$ cat config.mk
export PLATFORM = sky130hd
export DESIGN_NAME = memCtrl
export DESIGN_NICKNAME = d
export VERILOG_FILES = /design/src/verilog/memBusPkg.sv /design/src/verilog/memOpPkg.sv /design/src/verilog/memPortIf.sv /design/src/verilog/memArbiter.sv /design/src/verilog/instFetchPort.sv /design/src/verilog/dataAccessPort.sv /design/src/verilog/memCtrl.sv
export SDC_FILE = /design/constraint.sdc
export NUM_CORES = 1
export LEC_CHECK = 0
export BUFFER_PORTS_ARGS = -buffer_cell sky130_fd_sc_hd__buf_2
export CAP_MARGIN = 20
export CORE_UTILIZATION = 55
export DETAILED_ROUTE_END_ITERATION = 16
export GPL_TIMING_DRIVEN = 0
export HOLD_SLACK_MARGIN = 0.15
export PLACE_DENSITY = 0.91
export SETUP_SLACK_MARGIN = 0.5
export SLEW_MARGIN = 20
export SYNTH_ARGS = -nofsm -noshare
export SYNTH_HDL_FRONTEND = slang
export SYNTH_SLANG_ARGS = --single-unit
$ cat constraint.sdc
create_clock -name clk -period 6.1 [get_ports clk]
set_clock_uncertainty 0.1 [all_clocks]
set_input_delay 1.525 -clock clk [delete_from_list [all_inputs] [get_ports clk]]
set_output_delay 1.525 -clock clk [all_outputs]
set_load 0.05 [all_outputs]
$ cat src/verilog/memBusPkg.sv
package memBusPkg;

    // external RAM is byte wide, core side is word wide
    localparam int unsigned addrWidth = 32;
    localparam int unsigned byteWidth = 8;
    localparam int unsigned wordWidth = 32;

    localparam int unsigned bytesPerWord = wordWidth / byteWidth;

    // address increment between consecutive bytes of a burst
    localparam int unsigned addrStep = 1;

    // size of the attached RAM, as a power of two
    localparam int unsigned ramDepthLog2 = 12;

    typedef logic [addrWidth-1:0] addr_t;
    typedef logic [byteWidth-1:0] byte_t;
    typedef logic [wordWidth-1:0] word_t;

endpackage

$ cat src/verilog/memOpPkg.sv
package memOpPkg;

    // value is the byte count of the access
    typedef enum logic [2:0] {
        lenByte = 3'd1,
        lenHalf = 3'd2,
        lenWord = 3'd4
    } accessLen_e;

    typedef enum logic {
        opLoad  = 1'b0,
        opStore = 1'b1
    } loadStore_e;

    // which port currently drives the RAM
    typedef enum logic [1:0] {
        ownerNone  = 2'd0,
        ownerFetch = 2'd1,
        ownerData  = 2'd2
    } busOwner_e;

    // shared by both port sequencers
    typedef enum logic [1:0] {
        stIdle = 2'd0,
        stXfer = 2'd1,
        stDone = 2'd2
    } portState_e;

endpackage

$ cat src/verilog/memPortIf.sv
`timescale 1ns/1ps

interface memPortIf;

    // port side of the burst
    logic             req;
    logic             last;
    logic             write;
    memBusPkg::addr_t addr;
    memBusPkg::byte_t wdata;

    // arbiter side
    logic             grant;
    memBusPkg::byte_t rdata;

    modport port (
        output req,
        output last,
        output write,
        output addr,
        output wdata,
        input  grant,
        input  rdata
    );

    modport arbiter (
        input  req,
        input  last,
        input  write,
        input  addr,
        input  wdata,
        output grant,
        output rdata
    );

endinterface

$ cat src/verilog/memArbiter.sv
`timescale 1ns/1ps

module memArbiter (
    input  logic                clk,
    input  logic                rst,
    memPortIf.arbiter           fetchBus,
    memPortIf.arbiter           dataBus,
    output memBusPkg::addr_t    memAddr,
    output logic                memWrite,
    output memBusPkg::byte_t    memWdata,
    input  memBusPkg::byte_t    memRdata,
    output memOpPkg::busOwner_e busOwner
);

    memOpPkg::busOwner_e owner;
    memOpPkg::busOwner_e nextOwner;

    // ownership only changes on an idle bus or on the owner's last byte
    always_comb begin
        nextOwner = owner;
        case (owner)
            memOpPkg::ownerNone: begin
                if (dataBus.req) begin
                    nextOwner = memOpPkg::ownerData;
                end else if (fetchBus.req) begin
                    nextOwner = memOpPkg::ownerFetch;
                end
            end
            memOpPkg::ownerFetch: begin
                if (fetchBus.last) begin
                    nextOwner = dataBus.req ? memOpPkg::ownerData : memOpPkg::ownerNone;
                end
            end
            memOpPkg::ownerData: begin
                // hand over straight to a waiting fetch
                if (dataBus.last) begin
                    nextOwner = fetchBus.req ? memOpPkg::ownerFetch : memOpPkg::ownerNone;
                end
            end
            default: begin
                nextOwner = memOpPkg::ownerNone;
            end
        endcase
    end

    always_ff @(posedge clk) begin
        if (rst) begin
            owner <= memOpPkg::ownerNone;
        end else begin
            owner <= nextOwner;
        end
    end

    assign fetchBus.grant = (owner == memOpPkg::ownerFetch);
    assign dataBus.grant  = (owner == memOpPkg::ownerData);

    // read data goes to both, each port tracks its own beats
    assign fetchBus.rdata = memRdata;
    assign dataBus.rdata  = memRdata;

    always_comb begin
        memAddr  = fetchBus.addr;
        memWdata = fetchBus.wdata;
        memWrite = 1'b0;
        case (owner)
            memOpPkg::ownerFetch: begin
                memWrite = fetchBus.write;
            end
            memOpPkg::ownerData: begin
                memAddr  = dataBus.addr;
                memWdata = dataBus.wdata;
                memWrite = dataBus.write;
            end
            default: begin
                memWrite = 1'b0;
            end
        endcase
    end

    assign busOwner = owner;

endmodule

$ cat src/verilog/instFetchPort.sv
`timescale 1ns/1ps

module instFetchPort (
    input  logic             clk,
    input  logic             rst,
    memPortIf.port           bus,
    input  logic             fetchEn,
    input  memBusPkg::addr_t fetchAddr,
    output logic             fetchDone,
    output memBusPkg::word_t fetchInst
);

    memOpPkg::portState_e state;
    logic [1:0]           byteIdx;
    memBusPkg::addr_t     baseAddr;

    // read beat in flight, rdata belongs to lane rdLane
    logic                 rdValid;
    logic [1:0]           rdLane;

    memBusPkg::word_t     asmWord;
    memBusPkg::word_t     liveWord;
    memBusPkg::word_t     instHold;

    assign bus.req   = (state == memOpPkg::stIdle) && fetchEn;
    assign bus.last  = bus.grant && (byteIdx == 2'(memBusPkg::bytesPerWord - 1));
    assign bus.write = 1'b0;
    assign bus.wdata = '0;
    assign bus.addr  = baseAddr + memBusPkg::addr_t'(memBusPkg::addrStep * byteIdx);

    // first beat runs while still idle, grant alone marks it
    always_ff @(posedge clk) begin
        if (rst) begin
            state   <= memOpPkg::stIdle;
            byteIdx <= '0;
            rdValid <= 1'b0;
        end else begin
            rdValid <= bus.grant;
            case (state)
                memOpPkg::stIdle, memOpPkg::stXfer: begin
                    if (bus.grant) begin
                        if (bus.last) begin
                            state   <= memOpPkg::stDone;
                            byteIdx <= '0;
                        end else begin
                            state   <= memOpPkg::stXfer;
                            byteIdx <= byteIdx + 2'd1;
                        end
                    end
                end
                memOpPkg::stDone: begin
                    state <= memOpPkg::stIdle;
                end
                default: begin
                    state <= memOpPkg::stIdle;
                end
            endcase
        end
    end

    // little-endian lane insert of the byte now on rdata
    always_comb begin
        liveWord = asmWord;
        if (rdValid) begin
            liveWord[rdLane*memBusPkg::byteWidth +: memBusPkg::byteWidth] = bus.rdata;
        end
    end

    always_ff @(posedge clk) begin
        // address sampled while waiting, client holds it anyway
        if (bus.req && !bus.grant) begin
            baseAddr <= fetchAddr;
        end
        rdLane <= byteIdx;
        if (rdValid) begin
            asmWord <= liveWord;
        end
        if (state == memOpPkg::stDone) begin
            instHold <= liveWord;
        end
    end

    assign fetchDone = (state == memOpPkg::stDone);

    // last byte arrives in the done cycle itself
    assign fetchInst = fetchDone ? liveWord : instHold;

endmodule

$ cat src/verilog/dataAccessPort.sv
`timescale 1ns/1ps

module dataAccessPort (
    input  logic                 clk,
    input  logic                 rst,
    memPortIf.port               bus,
    input  logic                 dataEn,
    input  memOpPkg::loadStore_e dataOp,
    input  memOpPkg::accessLen_e dataLen,
    input  memBusPkg::addr_t     dataAddr,
    input  memBusPkg::word_t     storeData,
    output logic                 dataDone,
    output memBusPkg::word_t     loadData
);

    memOpPkg::portState_e state;
    logic [1:0]           byteIdx;

    // request captured while waiting for grant
    memOpPkg::loadStore_e opReg;
    memOpPkg::accessLen_e lenReg;
    memBusPkg::addr_t     baseAddr;
    memBusPkg::word_t     storeReg;

    logic                 rdValid;
    logic [1:0]           rdLane;

    memBusPkg::word_t     asmWord;
    memBusPkg::word_t     liveWord;
    memBusPkg::word_t     maskedWord;
    memBusPkg::word_t     loadHold;

    assign bus.req   = (state == memOpPkg::stIdle) && dataEn;
    assign bus.last  = bus.grant && ((3'(byteIdx) + 3'd1) == lenReg);
    assign bus.write = bus.grant && (opReg == memOpPkg::opStore);
    assign bus.addr  = baseAddr + memBusPkg::addr_t'(memBusPkg::addrStep * byteIdx);
    assign bus.wdata = storeReg[byteIdx*memBusPkg::byteWidth +: memBusPkg::byteWidth];

    // a one-byte access is last already in its first beat
    always_ff @(posedge clk) begin
        if (rst) begin
            state   <= memOpPkg::stIdle;
            byteIdx <= '0;
            rdValid <= 1'b0;
        end else begin
            rdValid <= bus.grant && (opReg == memOpPkg::opLoad);
            case (state)
                memOpPkg::stIdle, memOpPkg::stXfer: begin
                    if (bus.grant) begin
                        if (bus.last) begin
                            state   <= memOpPkg::stDone;
                            byteIdx <= '0;
                        end else begin
                            state   <= memOpPkg::stXfer;
                            byteIdx <= byteIdx + 2'd1;
                        end
                    end
                end
                memOpPkg::stDone: begin
                    state <= memOpPkg::stIdle;
                end
                default: begin
                    state <= memOpPkg::stIdle;
                end
            endcase
        end
    end

    always_comb begin
        liveWord = asmWord;
        if (rdValid) begin
            liveWord[rdLane*memBusPkg::byteWidth +: memBusPkg::byteWidth] = bus.rdata;
        end
    end

    // zero-extend, lanes at and above the length read as zero
    always_comb begin
        maskedWord = '0;
        for (int i = 0; i < memBusPkg::bytesPerWord; i++) begin
            if (i < int'(lenReg)) begin
                maskedWord[i*memBusPkg::byteWidth +: memBusPkg::byteWidth] =
                    liveWord[i*memBusPkg::byteWidth +: memBusPkg::byteWidth];
            end
        end
    end

    always_ff @(posedge clk) begin
        if (bus.req && !bus.grant) begin
            opReg    <= dataOp;
            lenReg   <= dataLen;
            baseAddr <= dataAddr;
            storeReg <= storeData;
        end
        rdLane <= byteIdx;
        if (rdValid) begin
            asmWord <= liveWord;
        end
        if (state == memOpPkg::stDone && opReg == memOpPkg::opLoad) begin
            loadHold <= maskedWord;
        end
    end

    assign dataDone = (state == memOpPkg::stDone);

    // stores leave the previous load result in place
    assign loadData = (dataDone && opReg == memOpPkg::opLoad) ? maskedWord : loadHold;

endmodule

$ cat src/verilog/memCtrl.sv
`timescale 1ns/1ps

module memCtrl (
    input  logic                 clk,
    input  logic                 rst,

    // byte RAM, read data one cycle after address
    output memBusPkg::addr_t     memAddr,
    output logic                 memWrite,
    output memBusPkg::byte_t     memWdata,
    input  memBusPkg::byte_t     memRdata,

    input  logic                 fetchEn,
    input  memBusPkg::addr_t     fetchAddr,
    output logic                 fetchDone,
    output memBusPkg::word_t     fetchInst,

    input  logic                 dataEn,
    input  memOpPkg::loadStore_e dataOp,
    input  memOpPkg::accessLen_e dataLen,
    input  memBusPkg::addr_t     dataAddr,
    input  memBusPkg::word_t     storeData,
    output logic                 dataDone,
    output memBusPkg::word_t     loadData,

    output memOpPkg::busOwner_e  busOwner
);

    memPortIf fetchBus ();
    memPortIf dataBus ();

    instFetchPort fetchPort (
        .clk       (clk),
        .rst       (rst),
        .bus       (fetchBus.port),
        .fetchEn   (fetchEn),
        .fetchAddr (fetchAddr),
        .fetchDone (fetchDone),
        .fetchInst (fetchInst)
    );

    dataAccessPort dataPort (
        .clk       (clk),
        .rst       (rst),
        .bus       (dataBus.port),
        .dataEn    (dataEn),
        .dataOp    (dataOp),
        .dataLen   (dataLen),
        .dataAddr  (dataAddr),
        .storeData (storeData),
        .dataDone  (dataDone),
        .loadData  (loadData)
    );

    // data port wins a tie on an idle bus
    memArbiter arbiter (
        .clk      (clk),
        .rst      (rst),
        .fetchBus (fetchBus.arbiter),
        .dataBus  (dataBus.arbiter),
        .memAddr  (memAddr),
        .memWrite (memWrite),
        .memWdata (memWdata),
        .memRdata (memRdata),
        .busOwner (busOwner)
    );

endmodule

Yosys cells after proc, flatten, opt, wreduce, memory -nomap -nowiden
Index checks and enable logic that the tools add are counted.
W data, S select, Z words.
{"block": "totals", "regBits": 244}
{"block": "classes", "addsub": 7, "n_lt_le_gt_ge": 4, "shift": 5, "reduce_logical": 21, "n_eq_ne": 11, "mux": 24, "n_bitwise": 3}
{"op": "$mux W32", "n": 5}
{"op": "$neg A5 Y34", "n": 2}
{"op": "$shift A8 B34 Y32 const A", "n": 2}
{"op": "$shiftx A8 B34 Y32", "n": 2}
{"op": "$add A32 B2 Y32", "n": 2}
{"op": "$bwmux W32", "n": 2}
{"op": "$mux W8", "n": 5}
{"op": "$shiftx A32 B6 Y8", "n": 1}
{"op": "$mux W2", "n": 9}
{"op": "$logic_and A1 B1 Y1", "n": 9}
{"op": "$eq A2 B2 Y1 const B", "n": 4}
{"op": "$reduce_or A2 Y1", "n": 4}
{"op": "$eq A2 B1 Y1 const B", "n": 3}
{"op": "$logic_not A2 Y1", "n": 3}
{"op": "$lt A1 B3 Y1 const A", "n": 2}
{"op": "$lt A2 B3 Y1 const A", "n": 2}
{"op": "$pmux W2 S3", "n": 1}
{"op": "$add A2 B1 Y2 const B", "n": 2}
{"op": "$ne A2 B1 Y1 const B", "n": 2}
{"op": "$reduce_and A2 Y1", "n": 2}
{"op": "$add A2 B1 Y3 const B", "n": 1}
{"op": "$eq A3 B3 Y1", "n": 1}
{"op": "$ne A3 B1 Y1 const B", "n": 1}
{"op": "$not A1 Y1", "n": 3}
{"op": "other kinds (3)", "n": 5}

Depth between registers and ports, before layout
{"block": "depth", "ltp_word": 6, "ltp_mapped": 9}

Hierarchy
Synthesis repeated with hierarchy kept, for this count alone.
{"block": "unflattened", "cells_unflattened": 791, "area_unflattened_um2": 11096.9}
{"mod": "dataAccessPort", "n_inst": 1, "cells_per_inst": 396, "area_each_um2": 5656.7, "seq_area_each_um2": 3783.6}
{"mod": "instFetchPort", "n_inst": 1, "cells_per_inst": 310, "area_each_um2": 4389.2, "seq_area_each_um2": 2702.6}
{"mod": "memArbiter", "n_inst": 1, "cells_per_inst": 85, "area_each_um2": 1051.0, "seq_area_each_um2": 40.0}

Worst setup path before layout
No wires, ideal clock.
{"block": "synth_path", "path_kind": "input to register", "start": "input port dataEn", "end": "register dataPort.baseAddr[0], enable pin", "setup_time_ns": 0.494, "setup_slack_ns": 1.067, "stages": 2, "arrival_ns": 4.439, "path_buffers": 0, "cell_sequence": "nand2_1 > nor2_1"}
{"block": "synth_between", "elab_chain_cells": 2}
{"item": "from (decl)", "line_no": "memCtrl.sv:18", "text": "input logic dataEn,"}
{"item": "$logic_and A1 B1 Y1", "line_no": "dataAccessPort.sv:33", "text": "assign bus.req = (state == memOpPkg::stIdle) && dataEn;"}
{"item": "$logic_and A1 B1 Y1", "line_no": "dataAccessPort.sv:88", "text": "if (bus.req && !bus.grant) begin"}
{"item": "to (signal assigned)", "line_no": "dataAccessPort.sv:91", "text": "baseAddr <= dataAddr;"}
{"item": "to (decl)", "line_no": "dataAccessPort.sv:22", "text": "memBusPkg::addr_t baseAddr;"}
Every way passes these cells.
A chain may end at the register's enable or synchronous reset.

Worst setup path after layout
{"block": "layout_path", "start": "register dataPort.byteIdx[1]", "end": "output port memAddr[10]"}
{"block": "layout_between", "elab_chain_cells": 2}
{"item": "from (decl)", "line_no": "dataAccessPort.sv:17", "text": "logic [1:0] byteIdx;"}
{"item": "from (signal assigned)", "line_no": "dataAccessPort.sv:55", "text": "byteIdx <= byteIdx + 2'd1;"}
{"item": "$add A32 B2 Y32", "line_no": "dataAccessPort.sv:36", "text": "assign bus.addr = baseAddr + memBusPkg::addr_t'(memBusPkg::addrStep * byteIdx);"}
{"item": "$mux W32", "line_no": "memArbiter.sv:65", "text": "case (owner)"}
{"item": "to (decl)", "line_no": "memCtrl.sv:8", "text": "output memBusPkg::addr_t memAddr,"}
Every way passes these cells.

==> run summary <==
• worst path setup slack after routing: 0.626 ns
• CTS tree: yes
• buffers from clock root to sink, at most: 3
• DRC violations left: 0
• worst-case headroom to the max-slew limit: 42.3%
• CP max FO: 10
• Die Outline Area: 0.0195 mm²
• synthesized netlist cell count: 863
• Iter 0 DRT Violations: 583
• area share of the largest cell type after synthesis: 47.4%
• Final Hold Vio Count: 0
• slack of the worst reg-to-reg path: 3.26 ns
• remaining antenna violation count: 0
• share of async-settable or async-resettable flops after synthesis: 0%
• core footprint: 0.0183 mm²
• cell types with the highest counts after synthesis: 185 x nand2_1, 164 x edfxtp_1, 80 x dfxtp_1
• share of layout cells above drive strength 1: 25.8%
• unrepaired setup endpoints after global routing: no
• cell row count: 49
• sink count of the clock tree: 244
• cell with the most instances after synthesis: nand2_1
• count of input and output buffers: 212
• routed length per instance: 18.8 µm
• Critical path buffers and inverters: 4
• total via count in the routed design: 7754
• Crit-path slowest cell: clkbuf_1
• number of post-CTS setup repair buffers: 0
• areal power density over the cells: 393 mW/mm²
• depth of the worst hold-timing path: 0
• Fin Hold WS: 0.333 ns
• cell area after placement: 0.0119 mm²
• synthesis-to-finish area growth: 22.2%
• starting utilization of the core area: 56.9%
• number of flip-flops and latches in the synthesized netlist: 244
• Post-synth top flop: edfxtp_1
• number of enable flip-flop cells after synthesis: 164
• vertical extent of the die: 140 µm
• worst min-delay path class: flip-flop to flip-flop
• RePlAce Congestion: 0.875
• Worst Setup Start Kind: flip-flop
• DR pass1 iterations: 5
• GR Overflow Total: 0
• post-route cell area: 0.0127 mm²
• slew at the pin closest to its max-slew limit: 0.858 ns
• post-synthesis instance area: 0.0104 mm²
• delay of the slowest cell on the worst path: 0.55 ns
• total routing usage reported by global routing: 25.8%
• CTS Root Cell: clkbuf_16
• capturing point of the worst reg2reg path: dataPort.loadHold[6]$_DFF_P_
• number of CTS-inserted buffers: 25
• die width: 140 µm
• destination of the worst hold path: dataPort.rdLane[1]$_DFF_P_
• number of diodes added for antenna fixing: 0
• Avg Cell Area, Syn: 12.1 µm²
• boundary pin count: 221
• number of hold buffers added after cts: 0
• clock edge transition at the registers on the reported setup and hold paths: 0.06 ns
• Power, Total: 0.00500 W
• final worst path period share: 89.7%
• distinct cell type count after synthesis: 51
• most prevalent standard cell on the critical path: buf_2
• antenna violations before repair: 0
• leading cell types by total area after synthesis: edfxtp_1 47%, dfxtp_1 15%, nand2_1 6.7%
• critical path capture point type: output port
• post_cts resized: 0
• largest net degree at the start of global routing: 37
• family with the most delay on the worst path: buffers and inverters
• sequential share of the synthesized area: 62.8%
• cell type with the largest total area after synthesis: edfxtp_1
• pre-CTS WS: 1.28 ns
• status: finished, final reports clean
• first-pass GRT wire length: 39.3 mm
• number of levels the H-tree was split into: 1
• via density per instance: 5.73
• endpoint arrival time on the critical path: 3.85 ns
• total number of yosys warnings: 0
• R2R depth: 4
• FMAX: 0.183 GHz
• maxcap violations: 0
• net count of the mapped netlist: 993
• Pleak: 5.20 nW
• shortest period the worst path allows: 5.47 ns
• # nets final: 1236
• critical path type: flip-flop to output port
• chain of cells forming the critical path: clkbuf_1 > inv_1 > fa_1 > and4b_1 > nor2b_1 > buf_2 > nand2_1 > xor2_1 > o21ai_0 > buf_2
• Crit Reg-Reg Startpoint: dataPort.rdValid$_SDFF_PP0_
• number of failing setup endpoints in the final timing report: 0
• count of pins over their slew limit: 0
• Worst Path Required: 4.47 ns
• final wirelength: 25.5 mm
• detailed placer's ending HPWL: 17.5 mm
• via count of the first global-routing pass: 7623
• maximum resistive drop on vdd: 0.293 mV
• startpoint of the lowest-slack hold path: dataPort.byteIdx[1]$_SDFFE_PP0P_
• clock insertion delay at the later pin of the skew report: 0.52 ns
==> report_power, final <==
| part | leakage (nW) | switching, W | total [W] | internal, W |
|---|---|---|---|---|
| Clock | 0.417 | 0.000621 | 0.00156 | 0.000940 |
| Sequential | 2.20 | 0.000120 | 0.00214 | 0.00202 |
| Combinational | 2.59 | 0.000981 | 0.00130 | 0.000318 |
| Total | 5.20 | 0.00172 | 0.00500 | 0.00327 |
==> final cells by class <==
cell class	instances	area, µm²
plain buffers	34	136
clock buffers	33	706
clock inverters	13	146
fillers	1240	5560
inverters	29	109
multi-input cells	556	3640
flip-flops and latches	244	6530
well taps	229	287
repair buffers	216	1150
==> cells by family after synthesis <==
family / count (synthesis) / synth area share [%]
AND/OR/NAND/NOR: 329 / 15.8
adder cells (fa/ha/maj): 18 / 2.31
multiplexers: 27 / 3.56
flip-flops: 244 / 62.8
XOR/XNOR: 60 / 5.05
AO/OA/AOI/OAI: 122 / 8.18
buffers and inverters: 63 / 2.36
==> placed cells by master (no fill, tap or decap), drive strengths merged, types with 2 or more instances in the layout <==
| cell type | Yosys | final |
|---|---|---|
| edfxtp | 164 | 164 |
| nor4 | 8 | 8 |
| nor2 | 22 | 22 |
| nand3 | 26 | 26 |
| ha | 16 | 16 |
| o21ai | 41 | 41 |
| xnor2 | 12 | 12 |
| a21oi | 10 | 10 |
| clkbuf | 18 | 51 |
| mux4 | 8 | 8 |
| mux2i | 19 | 19 |
| nand4b | 3 | 3 |
| clkinv | 0 | 7 |
| a22o | 48 | 48 |
| buf | 16 | 232 |
| nand4 | 20 | 20 |
| nand2 | 186 | 186 |
| dfxtp | 80 | 80 |
| xor2 | 48 | 48 |
| bufinv | 0 | 3 |
| and3 | 8 | 8 |
| fa | 2 | 2 |
| nor3b | 2 | 2 |
| and2 | 11 | 11 |
| inv | 29 | 30 |
| a22oi | 16 | 16 |
| and4 | 4 | 4 |
| nor3 | 10 | 10 |
| clkinvlp | 0 | 2 |
| nor2b | 6 | 6 |
| nor4b | 3 | 3 |
| nand2b | 15 | 15 |
==> metal layers <==
layer | global-route usage, % | share of wire, % | up-vias
li1 | - | - | 3591
met1 | 30.9 | 38 | 3671
met2 | 45.4 | 50 | 424
met3 | 5.33 | 8.4 | 68
met4 | 10.4 | 3.8 | 0
met5 | 0 | 0 | -
==> registers in the layout (all words and copies together), names as in the netlist, 3 cells and up <==
signal,count
fetchPort.asmWord,32
dataPort.lenReg,3
fetchPort.baseAddr,32
dataPort.loadHold,32
dataPort.asmWord,32
dataPort.storeReg,32
fetchPort.instHold,32
dataPort.baseAddr,32
==> stage by stage <==
| step | cells | TNS [ns] | utilization (%) |
|---|---|---|---|
| global route | 1354 | 0 | 69.6 |
| detailed placement | 1308 | 0 | 64.9 |
| CTS | 1354 | 0 | 69.6 |
| finish | 1354 | 0 | 69.6 |
| floorplan | 863 | 0 | - |
| global placement | 1304 | -2.31 | 64.3 |
==> worst max-delay path by stage <==
stage / startpoint / endpoint / slack, ns / depth (start not counted)
after floorplan: dataEn / dataPort.baseAddr[0]$_DFFE_PP_ / 1.07 / 2
after global placement: dataEn / dataPort.baseAddr[10]$_DFFE_PP_ / -0.04 / 3
after detailed placement: dataPort.byteIdx[1]$_SDFFE_PP0P_ / memAddr[10] / 1.28 / 10
after CTS: dataPort.byteIdx[1]$_SDFFE_PP0P_ / memAddr[10] / 0.68 / 10
after global routing: dataPort.byteIdx[1]$_SDFFE_PP0P_ / memAddr[10] / 0.53 / 10
final: dataPort.byteIdx[1]$_SDFFE_PP0P_ / memAddr[10] / 0.63 / 10
Note: power is estimated with default switching activity, not from simulation.
